### src/common/dmem_pkg.sv
`default_nettype none

package dmem_pkg;

    // access width of a core request
    typedef enum logic [1:0] {
        SIZE_B = 2'd0,
        SIZE_H = 2'd1,
        SIZE_W = 2'd2
    } access_size_e;

    // core-side request, wdata in the low bytes
    typedef struct packed {
        logic         valid;
        logic         wen;
        access_size_e size;
        logic [31:0]  addr;   // any byte address
        logic [31:0]  wdata;
    } dmem_req_t;

    // core-side response, one-cycle pulse
    typedef struct packed {
        logic        valid;
        logic [31:0] addr;    // echo of the request address
        logic [31:0] rdata;   // four bytes from addr upward
    } dmem_resp_t;

    // word memory request
    typedef struct packed {
        logic        valid;
        logic        wen;
        logic [31:0] addr;    // word aligned
        logic [31:0] wdata;
    } mem_req_t;

    // word memory read response
    typedef struct packed {
        logic        valid;
        logic [31:0] rdata;
    } mem_resp_t;

    localparam int RAM_WORDS  = 256;                 // depth in words
    localparam int RAM_WAIT   = 2;                   // cycles from valid to ready
    localparam int RAM_IDX_W  = $clog2(RAM_WORDS);   // word index width
    localparam int RAM_WAIT_W = $clog2(RAM_WAIT + 1);

endpackage

`default_nettype wire

### src/dmem_access/dmem_lane_merge.sv
`default_nettype none

module dmem_lane_merge (
    input  dmem_pkg::access_size_e size,
    input  logic [1:0]             offset,
    input  logic [31:0]            wdata,
    input  logic [31:0]            rdata1,
    input  logic [31:0]            rdata2,
    output logic [31:0]            load_data,
    output logic [31:0]            store_word1,
    output logic [31:0]            store_word2
);
    import dmem_pkg::*;

    logic [63:0] old_pair;        // second word above first word
    logic [63:0] new_pair;
    logic [63:0] wdata_shifted;
    logic [63:0] load_pair;
    logic [7:0]  byte_en;
    logic [3:0]  size_mask;
    logic [4:0]  shift_bits;

    assign old_pair   = {rdata2, rdata1};
    assign shift_bits = {offset, 3'b000};   // offset in bits

    // bytes written from the access address upward
    always_comb begin
        case (size)
            SIZE_B:  size_mask = 4'b0001;
            SIZE_H:  size_mask = 4'b0011;
            default: size_mask = 4'b1111;
        endcase
    end

    // lanes of both words touched by the store
    assign byte_en       = {4'b0000, size_mask} << offset;
    assign wdata_shifted = {32'd0, wdata} << shift_bits;

    // byte-wise merge of new data over the old words
    always_comb begin
        for (int i = 0; i < 8; i++) begin
            if (byte_en[i]) begin
                new_pair[8*i +: 8] = wdata_shifted[8*i +: 8];
            end else begin
                new_pair[8*i +: 8] = old_pair[8*i +: 8];
            end
        end
    end

    /*
     * a load returns the four bytes starting at the address,
     * so the pair is shifted down by the byte offset
     */
    assign load_pair = old_pair >> shift_bits;
    assign load_data = load_pair[31:0];

    assign store_word1 = new_pair[31:0];
    assign store_word2 = new_pair[63:32];   // only written when the access spills

endmodule

`default_nettype wire

### src/dmem_access/dmem_access_ctrl.sv
`default_nettype none

module dmem_access_ctrl (
    input  logic                 clk,
    input  logic                 rst,
    input  dmem_pkg::dmem_req_t  req,
    output logic                 req_ready,
    output dmem_pkg::dmem_resp_t resp,
    output dmem_pkg::mem_req_t   mem_req,
    input  logic                 mem_ready,
    input  dmem_pkg::mem_resp_t  mem_resp
);
    import dmem_pkg::*;

    typedef enum logic [3:0] {
        S_IDLE,
        S_STORE_CHECK,
        S_RD1_REQ,
        S_RD1_WAIT,
        S_RD2_REQ,
        S_RD2_WAIT,
        S_MERGE,
        S_RESP,
        S_WR1,
        S_WR2
    } state_e;

    state_e      state;
    dmem_req_t   sreq;          // latched core request
    logic [31:0] saved_rdata1;
    logic [31:0] saved_rdata2;
    logic [31:0] load_result;
    logic [31:0] store_wdata1;
    logic [31:0] store_wdata2;
    logic [31:0] load_data;
    logic [31:0] store_word1;
    logic [31:0] store_word2;
    logic [31:0] addr_aligned;
    logic [1:0]  offset;
    logic        need_read;
    logic        need_second;
    logic        first_word;

    assign offset       = sreq.addr[1:0];
    assign addr_aligned = {sreq.addr[31:2], 2'b00};

    // only an aligned word store skips the read
    assign need_read   = !(sreq.size == SIZE_W && offset == 2'd0);
    // access spills into the next word
    assign need_second = (sreq.size == SIZE_W && offset != 2'd0) ||
                         (sreq.size == SIZE_H && offset == 2'd3);

    dmem_lane_merge u_lane_merge (
        .size        (sreq.size),
        .offset      (offset),
        .wdata       (sreq.wdata),
        .rdata1      (saved_rdata1),
        .rdata2      (saved_rdata2),
        .load_data   (load_data),
        .store_word1 (store_word1),
        .store_word2 (store_word2)
    );

    assign first_word = state == S_RD1_REQ || state == S_WR1;

    assign req_ready     = state == S_IDLE;
    assign resp.valid    = state == S_RESP;
    assign resp.addr     = sreq.addr;
    assign resp.rdata    = load_result;
    assign mem_req.valid = state == S_RD1_REQ || state == S_RD2_REQ ||
                           state == S_WR1 || state == S_WR2;
    assign mem_req.wen   = state == S_WR1 || state == S_WR2;
    assign mem_req.addr  = first_word ? addr_aligned : addr_aligned + 32'd4;
    assign mem_req.wdata = state == S_WR2 ? store_wdata2 : store_wdata1;

    always_ff @(posedge clk) begin
        if (rst) begin
            state <= S_IDLE;
        end else begin
            case (state)
                S_IDLE: begin
                    if (req.valid) begin
                        state <= req.wen ? S_STORE_CHECK : S_RD1_REQ;
                    end
                end
                S_STORE_CHECK: state <= need_read ? S_RD1_REQ : S_WR1;
                S_RD1_REQ:     if (mem_ready) state <= S_RD1_WAIT;
                S_RD1_WAIT: begin
                    if (mem_resp.valid) begin
                        state <= need_second ? S_RD2_REQ : S_MERGE;
                    end
                end
                S_RD2_REQ:     if (mem_ready) state <= S_RD2_WAIT;
                S_RD2_WAIT:    if (mem_resp.valid) state <= S_MERGE;
                S_MERGE:       state <= sreq.wen ? S_WR1 : S_RESP;
                S_RESP:        state <= S_IDLE;
                S_WR1: begin
                    if (mem_ready) begin
                        state <= need_second ? S_WR2 : S_IDLE;
                    end
                end
                S_WR2:         if (mem_ready) state <= S_IDLE;
                default:       state <= S_IDLE;
            endcase
        end
    end

    // request latch and data path registers
    always_ff @(posedge clk) begin
        if (state == S_IDLE && req.valid) begin
            sreq <= req;
        end
        if (state == S_STORE_CHECK) begin
            store_wdata1 <= store_word1;   // aligned word passes wdata through
        end
        if (state == S_RD1_WAIT && mem_resp.valid) begin
            saved_rdata1 <= mem_resp.rdata;
        end
        if (state == S_RD2_WAIT && mem_resp.valid) begin
            saved_rdata2 <= mem_resp.rdata;
        end
        if (state == S_MERGE) begin
            load_result  <= load_data;
            store_wdata1 <= store_word1;
            store_wdata2 <= store_word2;
        end
    end

    a_mem_addr_aligned: assert property (@(posedge clk) disable iff (rst)
        mem_req.valid |-> mem_req.addr[1:0] == 2'b00);

    // memory side must not change a pending access
    a_mem_req_stable: assert property (@(posedge clk) disable iff (rst)
        mem_req.valid && !mem_ready |=> $stable(mem_req));

    a_resp_single_pulse: assert property (@(posedge clk) disable iff (rst)
        resp.valid |=> !resp.valid);

endmodule

`default_nettype wire

### config.mk
export PLATFORM = sky130hd
export DESIGN_NAME = dmem_access_ctrl
export DESIGN_NICKNAME = d
export VERILOG_FILES = /design/src/common/dmem_pkg.sv /design/src/dmem_access/dmem_lane_merge.sv /design/src/dmem_access/dmem_access_ctrl.sv
export SDC_FILE = /design/constraint.sdc
export NUM_CORES = 1
export LEC_CHECK = 0
export BUFFER_PORTS_ARGS = -buffer_cell sky130_fd_sc_hd__buf_2
export CORE_ASPECT_RATIO = 1.4
export CORE_MARGIN = 2
export CORE_UTILIZATION = 54
export CTS_CLUSTER_SIZE = 24
export DETAILED_ROUTE_END_ITERATION = 6
export PLACE_DENSITY = 0.8
export SYNTH_ARGS = -nofsm -noshare
export SYNTH_HDL_FRONTEND = slang
export SYNTH_SLANG_ARGS = --single-unit
### constraint.sdc
create_clock -name clk -period 8.6 [get_ports clk]
set_clock_uncertainty 0.2 [all_clocks]
set_input_delay 0.86 -clock clk [delete_from_list [all_inputs] [get_ports clk]]
set_output_delay 0.86 -clock clk [all_outputs]
set_load 0.03 [all_outputs]
==> results of run 1 <==
-- how the worst max path moves through the flow --
stage                     startpoint               to  slack, ns  cells after the start
after floorplan             state[2]  store_wdata1[0]       1.75                      4
after global routing        state[3]      mem_req[59]       4.47                      5
after CTS                   state[3]      mem_req[63]       4.62                      5
after detailed placement    state[3]      mem_req[63]       5.16                      5
final                       state[3]      mem_req[63]       4.62                      5
after global placement      state[3]      mem_req[55]       5.25                      5
-- power by group --
group	switching, mW	internal (mW)	leakage, nW
Clock	0.414	0.609	0.377
Combinational	0.661	0.371	2.09
Sequential	0.122	1.45	2.11
-- worst max-delay path, cell delays in order (launching register included) --
cell and delay, ns:
dfxtp_1 0.67, xor2_1 0.24, a211oi_2 0.84, nand4_1 0.21, xnor2_1 0.21, buf_2 0.23
-- synth_stat cells, types with 2 or more instances --
cell,instances,area [µm²]
and2_1,4,25.0
buf_4,40,300
xor2_1,6,52.6
clkbuf_1,2,7.51
nor3_1,4,20.0
inv_1,6,22.5
a21o_1,2,15.0
a21oi_1,22,110
xnor2_1,24,210
and3_1,5,31.3
nand3b_1,3,22.5
nand4_1,13,81.3
o21ai_0,9,45.0
a32o_1,2,20.0
a311oi_1,2,17.5
nor2_1,37,139
edfxtp_1,227,6820
nand3_1,15,75.1
nor2_2,2,12.5
mux4_2,40,901
mux2_2,65,732
nor3b_1,2,15.0
a211oi_1,2,15.0
and4_1,2,17.5
buf_6,2,22.5
buf_2,21,105
a31oi_1,8,50.1
a22oi_1,8,60.1
dfxtp_1,4,80.1
nand2_1,39,146
mux2i_1,16,160
nor4_1,2,12.5
nor4b_1,2,17.5
buf_1,2,7.51
nor2b_1,3,18.8
-- final cells by class --
cell class | instances | area, µm² | area share (%)
Clock buffer | 25 | 583 | 4.66
Multi-Input combinational cell | 361 | 3260 | 26.1
Timing Repair Buffer | 244 | 1250 | 9.98
Tap cell | 248 | 310 | 2.48
Inverter | 7 | 26.3 | 0.210
Clock inverter | 16 | 181 | 1.45
Sequential cell | 231 | 6900 | 55.1
-- through the flow --
stage,hold slack [ns],std cells,power [mW]
global route,0.225,1132,3.77
detailed placement,0.206,1091,2.62
floorplan,0.200,666,2.36
finish,0.218,1132,3.63
CTS,0.221,1132,3.64
global placement,0.201,1091,2.59
-- registers in the layout, indices dropped and copies added (netlist names) --
name / flops
load_result: 32
resp: 32
saved_rdata1: 32
saved_rdata2: 32
sreq: 35
state: 4
store_wdata1: 32
store_wdata2: 32
-- routing by layer --
metal	global-route usage [%]	wire, µm	vias up
li1	-	-	2972
met1	29.6	9180	3301
met2	43.9	13400	401
met3	4.91	2340	51
met4	8.30	691	0
met5	0	0	-
-- logic make-up after synthesis --
group	Yosys count	share of synthesized area [%]
AOI/OAI and AO/OA	65	4.11
other	1	0.0354
DFF	231	65.1
buffers and inverters	74	4.43
adders and majority gates	1	0.118
muxes	122	17.1
xor gates and xnor gates	30	2.48
and+or+nand+nor	141	6.73
-- cell usage in the layout (no fill, tap or decap), types with 4 or more instances in the layout --
cell type	count
inv_1	6
buf_4	11
and3_1	4
nand4_1	13
o21ai_0	9
nor2_1	37
clkbuf_16	23
a22oi_1	8
clkinv_1	5
clkinv_2	6
xnor2_1	24
nand3_1	15
dfxtp_1	4
xor2_1	6
mux2i_1	16
nand2_1	39
edfxtp_1	227
bufinv_16	4
buf_2	233
a31oi_1	8
mux4_2	40
a21oi_1	21
mux2_2	65
==> metrics.md, run 1 <==
| Metric | Value |
|---|---|
| Number of placement rows | `60` |
| Post-Route Utilization | `65.1%` |
| Wire length reported by the detailed router | `25,600 µm` |
| Number of antenna repair diodes | `0` |
| Worst skew pair latency | `0.51 ns` |
| Category of the worst setup path capture point | `output port` |
| Setup repair after global routing missed its margin | `no` |
| Fraction of layout cells with a size suffix above 1 | `44.9%` |
| Fill cell count | `1,364` |
| Number of violations of the max-capacitance limit | `0` |
| H-tree depth reported by CTS | `1` |
| Async S/R FF share, synth | `0%` |
| Worst min-delay path category | `reg -> reg` |
| Vias in the first global route | `7,014` |
| R2r startpoint | `state[2]` |
| DR vias/cell | `5.94` |
| Fin crit share | `46.3%` |
| First-pass DRT Iterations | `6` |
| Reg2reg setup slack | `5.36 ns` |
| Detailed-route via count | `6,725` |
| Die outline area | `20,800 µm²` |
| Endpoint of the worst hold-timing path | `store_wdata2[31]` |
| Weighted congestion at the end of routability-driven global placement | `0.818` |
| Floorplan die height | `170 µm` |
| Antenna violations before repair | `0` |
| Cell area power density | `290 nW/µm²` |
| Buffer type at the clock tree root | `clkbuf_16` |
| Die span in x | `122 µm` |
| Mean instance size in the synthesized netlist | `15.9 µm²` |
| Worst hold path depth | `0` |
| TritonCTS Buffers | `23` |
| Setup ws final | `4.62 ns` |
| Synthesis-to-layout area growth | `18.0%` |
| Final hold violation count | `0` |
| Top-level I/O count | `236` |
| Min Tclk post-route | `3.98 ns` |
| Worst slew slack as a fraction of its limit | `33.2%` |
| Fraction of the yosys area taken by sequential cells | `65.1%` |
| Net count of the finished layout | `973` |
| Flops & latches, synth | `231` |
| Buffer levels on the longest clock path | `3` |
| Highest attainable clock frequency | `251 MHz` |
| Summed instance area of the synthesized netlist | `10,600 µm²` |
| Post-synth EDFFs | `227` |
| Placeable Area | `19,200 µm²` |
| TritonCTS clock tree | `yes` |
| Number of standard cells after synthesis | `665` |
| TNS Setup | `0 ns` |
| Buffers inserted by post-CTS timing repair | `0` |
| Distinct cell type count after synthesis | `57` |
| Total grt overflow | `0` |
| Worst IR drop on VDD | `0.252 mV` |
| Maximum number of pins on one net before global-route repair | `68` |
| CTS sink cnt | `231` |
| Startpoint of the tightest hold check path | `saved_rdata2[31]` |
| Pin slew with the least headroom to its limit | `1.00 ns` |
| Number of nets still failing antenna checks after routing | `0` |
| Clock transition at the registers of the reported paths | `0.06 ns` |
| Effective utilization at floorplan | `55.2%` |
| Number of pins with negative max-slew slack in the final report | `0` |
| Post-CTS sizing | `0` |
| Worst slack, placed | `5.16 ns` |
| Destination of the worst register-to-register timing path | `store_wdata1[2]` |
| Most common flop cell mapped by yosys | `edfxtp_1` |
| Setup-violating endpoint count in the final report | `0` |
| Number of port buffers | `233` |
| Count of routing violations after the opening detailed-route iteration | `581` |
| Number of cells on the worst reg-to-reg path | `5` |
| Placed instance area | `11,700 µm²` |
| Number of warning messages in the yosys log | `0` |
| Post-DR wirelength/cell | `22.6 µm` |
| Worst setup path class | `reg -> out` |
| WP data arrival | `2.92 ns` |
| Run status | `completed` |
| Leakage power of the design | `4.58 nW` |
| Overall Global Routing Usage | `24.6%` |
| Post-DP HPWL | `16,500 µm` |
| Area of all placed cells without fillers | `12,500 µm²` |
| Wire length of the first global-routing pass | `38,600 µm` |
| Crit path required time | `7.54 ns` |
| Number of remaining DRC errors | `0` |
| Hold_buf cts | `0` |
| Type of origin of the critical path | `flip-flop` |
| Worst-path maximum fanout | `16` |
(Power assumes the default switching activity.)
==> run 2, diff against run 1 <==
- CORE_UTILIZATION: 54 -> 49
- PLACE_DENSITY: 0.8 -> 0.76
- clock period: 8.6 -> 3.49 ns (I/O delays scaled with it)
==> metrics.md, run 2 (synthesis gave the netlist of run 1 again) <==
| Metric | Value |
|---|---|
| Number of port buffers | `233 (unchanged)` |
| Worst-path maximum fanout | `30 (+14)` |
| Final hold violation count | `0 (unchanged)` |
| Logic pwr share | `29.7% (+1.2 points)` |
| Weighted congestion at the end of routability-driven global placement | `0.891 (+8.9%)` |
| Total grt overflow | `0 (unchanged)` |
| Maximum number of pins on one net before global-route repair | `44 (-35%)` |
| Buffers inserted by post-CTS timing repair | `0 (unchanged)` |
| Slowest-stage cell, CP | `dfxtp_1` |
| Die span in x | `128 µm (+4.8%)` |
| Number of remaining DRC errors | `0 (unchanged)` |
| Crit path required time | `2.94 ns (-4.60 ns)` |
| Share of total power in the clock network | `27.5% (-0.7 points)` |
| Cell area power density | `665 nW/µm² (+130%)` |
| Post-DP HPWL | `17,600 µm (+6.9%)` |
| Category of the worst setup path capture point | `output port` |
| Fraction of layout cells with a size suffix above 1 | `41.1% (-3.8 points)` |
| DR vias/cell | `5.67 (-4.5%)` |
| Psw | `3.02 mW (+150%)` |
| Fin crit share | `91.9%` |
| Antenna violations before repair | `0 (unchanged)` |
| First-pass DRT Iterations | `5 (-1)` |
| Setup-violating endpoint count in the final report | `0 (unchanged)` |
| Switch share | `33.3% (+0.24 points)` |
| H-tree depth reported by CTS | `1 (unchanged)` |
| Most used cells in the layout excluding fill and tap cells | `233 x buf_2, 227 x edfxtp_1, 100 x dlygate4sd3_1` |
| Leading cell type in the layout, fill and taps excluded | `buf_2` |
| Wire length of the first global-routing pass | `41,200 µm (+6.5%)` |
| Number of antenna repair diodes | `0 (unchanged)` |
| Most flops, register | `sreq` |
| Synthesis-to-layout area growth | `28.9%` |
| Count of routing violations after the opening detailed-route iteration | `541 (-6.9%)` |
| Largest stage delay on the critical path | `0.65 ns (-0.19 ns)` |
| Buffer levels on the longest clock path | `3 (unchanged)` |
| TritonCTS Buffers | `23 (unchanged)` |
| Number of nets still failing antenna checks after routing | `0 (unchanged)` |
| Min Tclk post-route | `3.21 ns` |
| Post-DR wirelength/cell | `22.0 µm (-2.4%)` |
| Setup ws final | `0.283 ns (-4.33 ns)` |
| Detailed-route via count | `7,116 (+5.8%)` |
| Total power draw | `9.09 mW (+150%)` |
| Leakage power of the design | `5.04 nW (+10%)` |
| Top-level I/O count | `236 (unchanged)` |
| Floorplan die height | `178 µm (+4.9%)` |
| Number of violations of the max-capacitance limit | `0 (unchanged)` |
| Worst slew slack as a fraction of its limit | `42.3% (+9.2 points)` |
| Seq pwr share | `42.8% (-0.5 points)` |
| Wire length reported by the detailed router | `27,600 µm (+8.1%)` |
| Highest attainable clock frequency | `312 MHz` |
| Clock transition at the registers of the reported paths | `0.06 ns (about the same)` |
| Number of placement rows | `63 (+5.0%)` |
| Worst slack, placed | `0.805 ns (-4.36 ns)` |
| Worst setup path class | `reg -> out` |
| Number of pins with negative max-slew slack in the final report | `0 (unchanged)` |
| Run status | `completed` |
| Worst min-delay path category | `in -> reg` |
| TritonCTS clock tree | `yes` |
| WP data arrival | `2.66 ns (-0.26 ns)` |
| Die outline area | `22,800 µm² (+9.9%)` |
| Effective utilization at floorplan | `50.0% (-5.2 points)` |
| Worst skew pair latency | `0.51 ns (about the same)` |
| Overall Global Routing Usage | `24.0% (-0.65 points)` |
| Vias in the first global route | `7,345 (+4.7%)` |
| Buffer type at the clock tree root | `clkbuf_16` |
| Net count of the finished layout | `1,082 (+11%)` |
| Setup repair after global routing missed its margin | `no` |
| Ordered list of cells on the worst path | `and2b_1 -> nor3b_4 -> buf_12 -> mux2_2 -> buf_2` |
| Pin slew with the least headroom to its limit | `0.865 ns (-0.135 ns)` |
| Worst IR drop on VDD | `0.477 mV (+90%)` |
| CTS sink cnt | `231 (unchanged)` |
| Type of origin of the critical path | `flip-flop` |
| Number of flip-flops in the largest register | `35 (unchanged)` |
| Placeable Area | `21,200 µm² (+10%)` |
| Int Pwr | `6.07 mW (+150%)` |
-- run 2: cell types whose count changed in the layout (fill, tap and decap cells not counted), sizes merged --
cell	previous run	this run
bufinv	4	3
clkinvlp	1	2
buf	244	253
clkinv	11	9
clkbuf	25	28
dlygate4sd3	0	100
-- run 2: repair_timing --
item / 4_1_cts / 5_1_grt
endpoints found under the hold margin: 134 / 0
resized for setup: 0 / 0
hold buffers: 100 / 0
-- run 2: critical path: cells and delay by family (launching register included) --
kind | cells | cell delay [ns]
buffers and inverters | 2 | 0.44
muxes | 1 | 0.36
DFF | 1 | 0.65
and+or+nand+nor | 2 | 0.66
-- run 2: worst paths after layout --
kind	to	depth (start not counted)	from	slack [ns]
setup / recovery	mem_req[20]	5	state[0]	0.28
hold / removal	state[3]	4	mem_ready	0.11
setup reg to reg	sreq[17]	3	state[2]	0.90
hold reg to reg	store_wdata2[29]	0	saved_rdata2[29]	0.21
-- run 2: per-layer routing --
layer,GRT usage [%],wire [µm]
met2,43.2,14600
met4,9.25,964
met3,3.87,1860
met5,0,0
met1,28.7,10200
-- run 2: final cells by class --
type / count / area, µm²
Clock buffer: 28 / 604
Clock inverter: 14 / 154
Fill cell: 1483 / 7530
Inverter: 7 / 26.3
Multi-Input combinational cell: 361 / 3280
Sequential cell: 231 / 6900
Tap cell: 260 / 325
Timing Repair Buffer: 353 / 2380
-- run 2: power by group through the flow --
stage / Combinational, mW / Clock (mW) / Sequential [mW]
final: 2.70 / 2.50 / 3.89
after global routing: 2.88 / 2.65 / 3.93
after CTS: 2.71 / 2.55 / 3.88
after detailed placement: 2.60 / 0 / 3.94
after global placement: 2.57 / 0 / 3.93
after floorplan: 2.02 / 0 / 3.79
-- run 2: per-stage QoR --
step / TNS, ns / utilization (%) / cell area [µm²] / hold WS (ns) / cells
floorplan: -0.347 / - / 10600 / 0.200 / 666
global placement: 0 / 56.2 / 11900 / 0.202 / 1112
detailed placement: 0 / 56.2 / 11900 / 0.205 / 1112
CTS: 0 / 64.5 / 13700 / 0.0816 / 1254
global route: 0 / 64.5 / 13700 / 0.125 / 1254
finish: 0 / 64.5 / 13700 / 0.109 / 1254
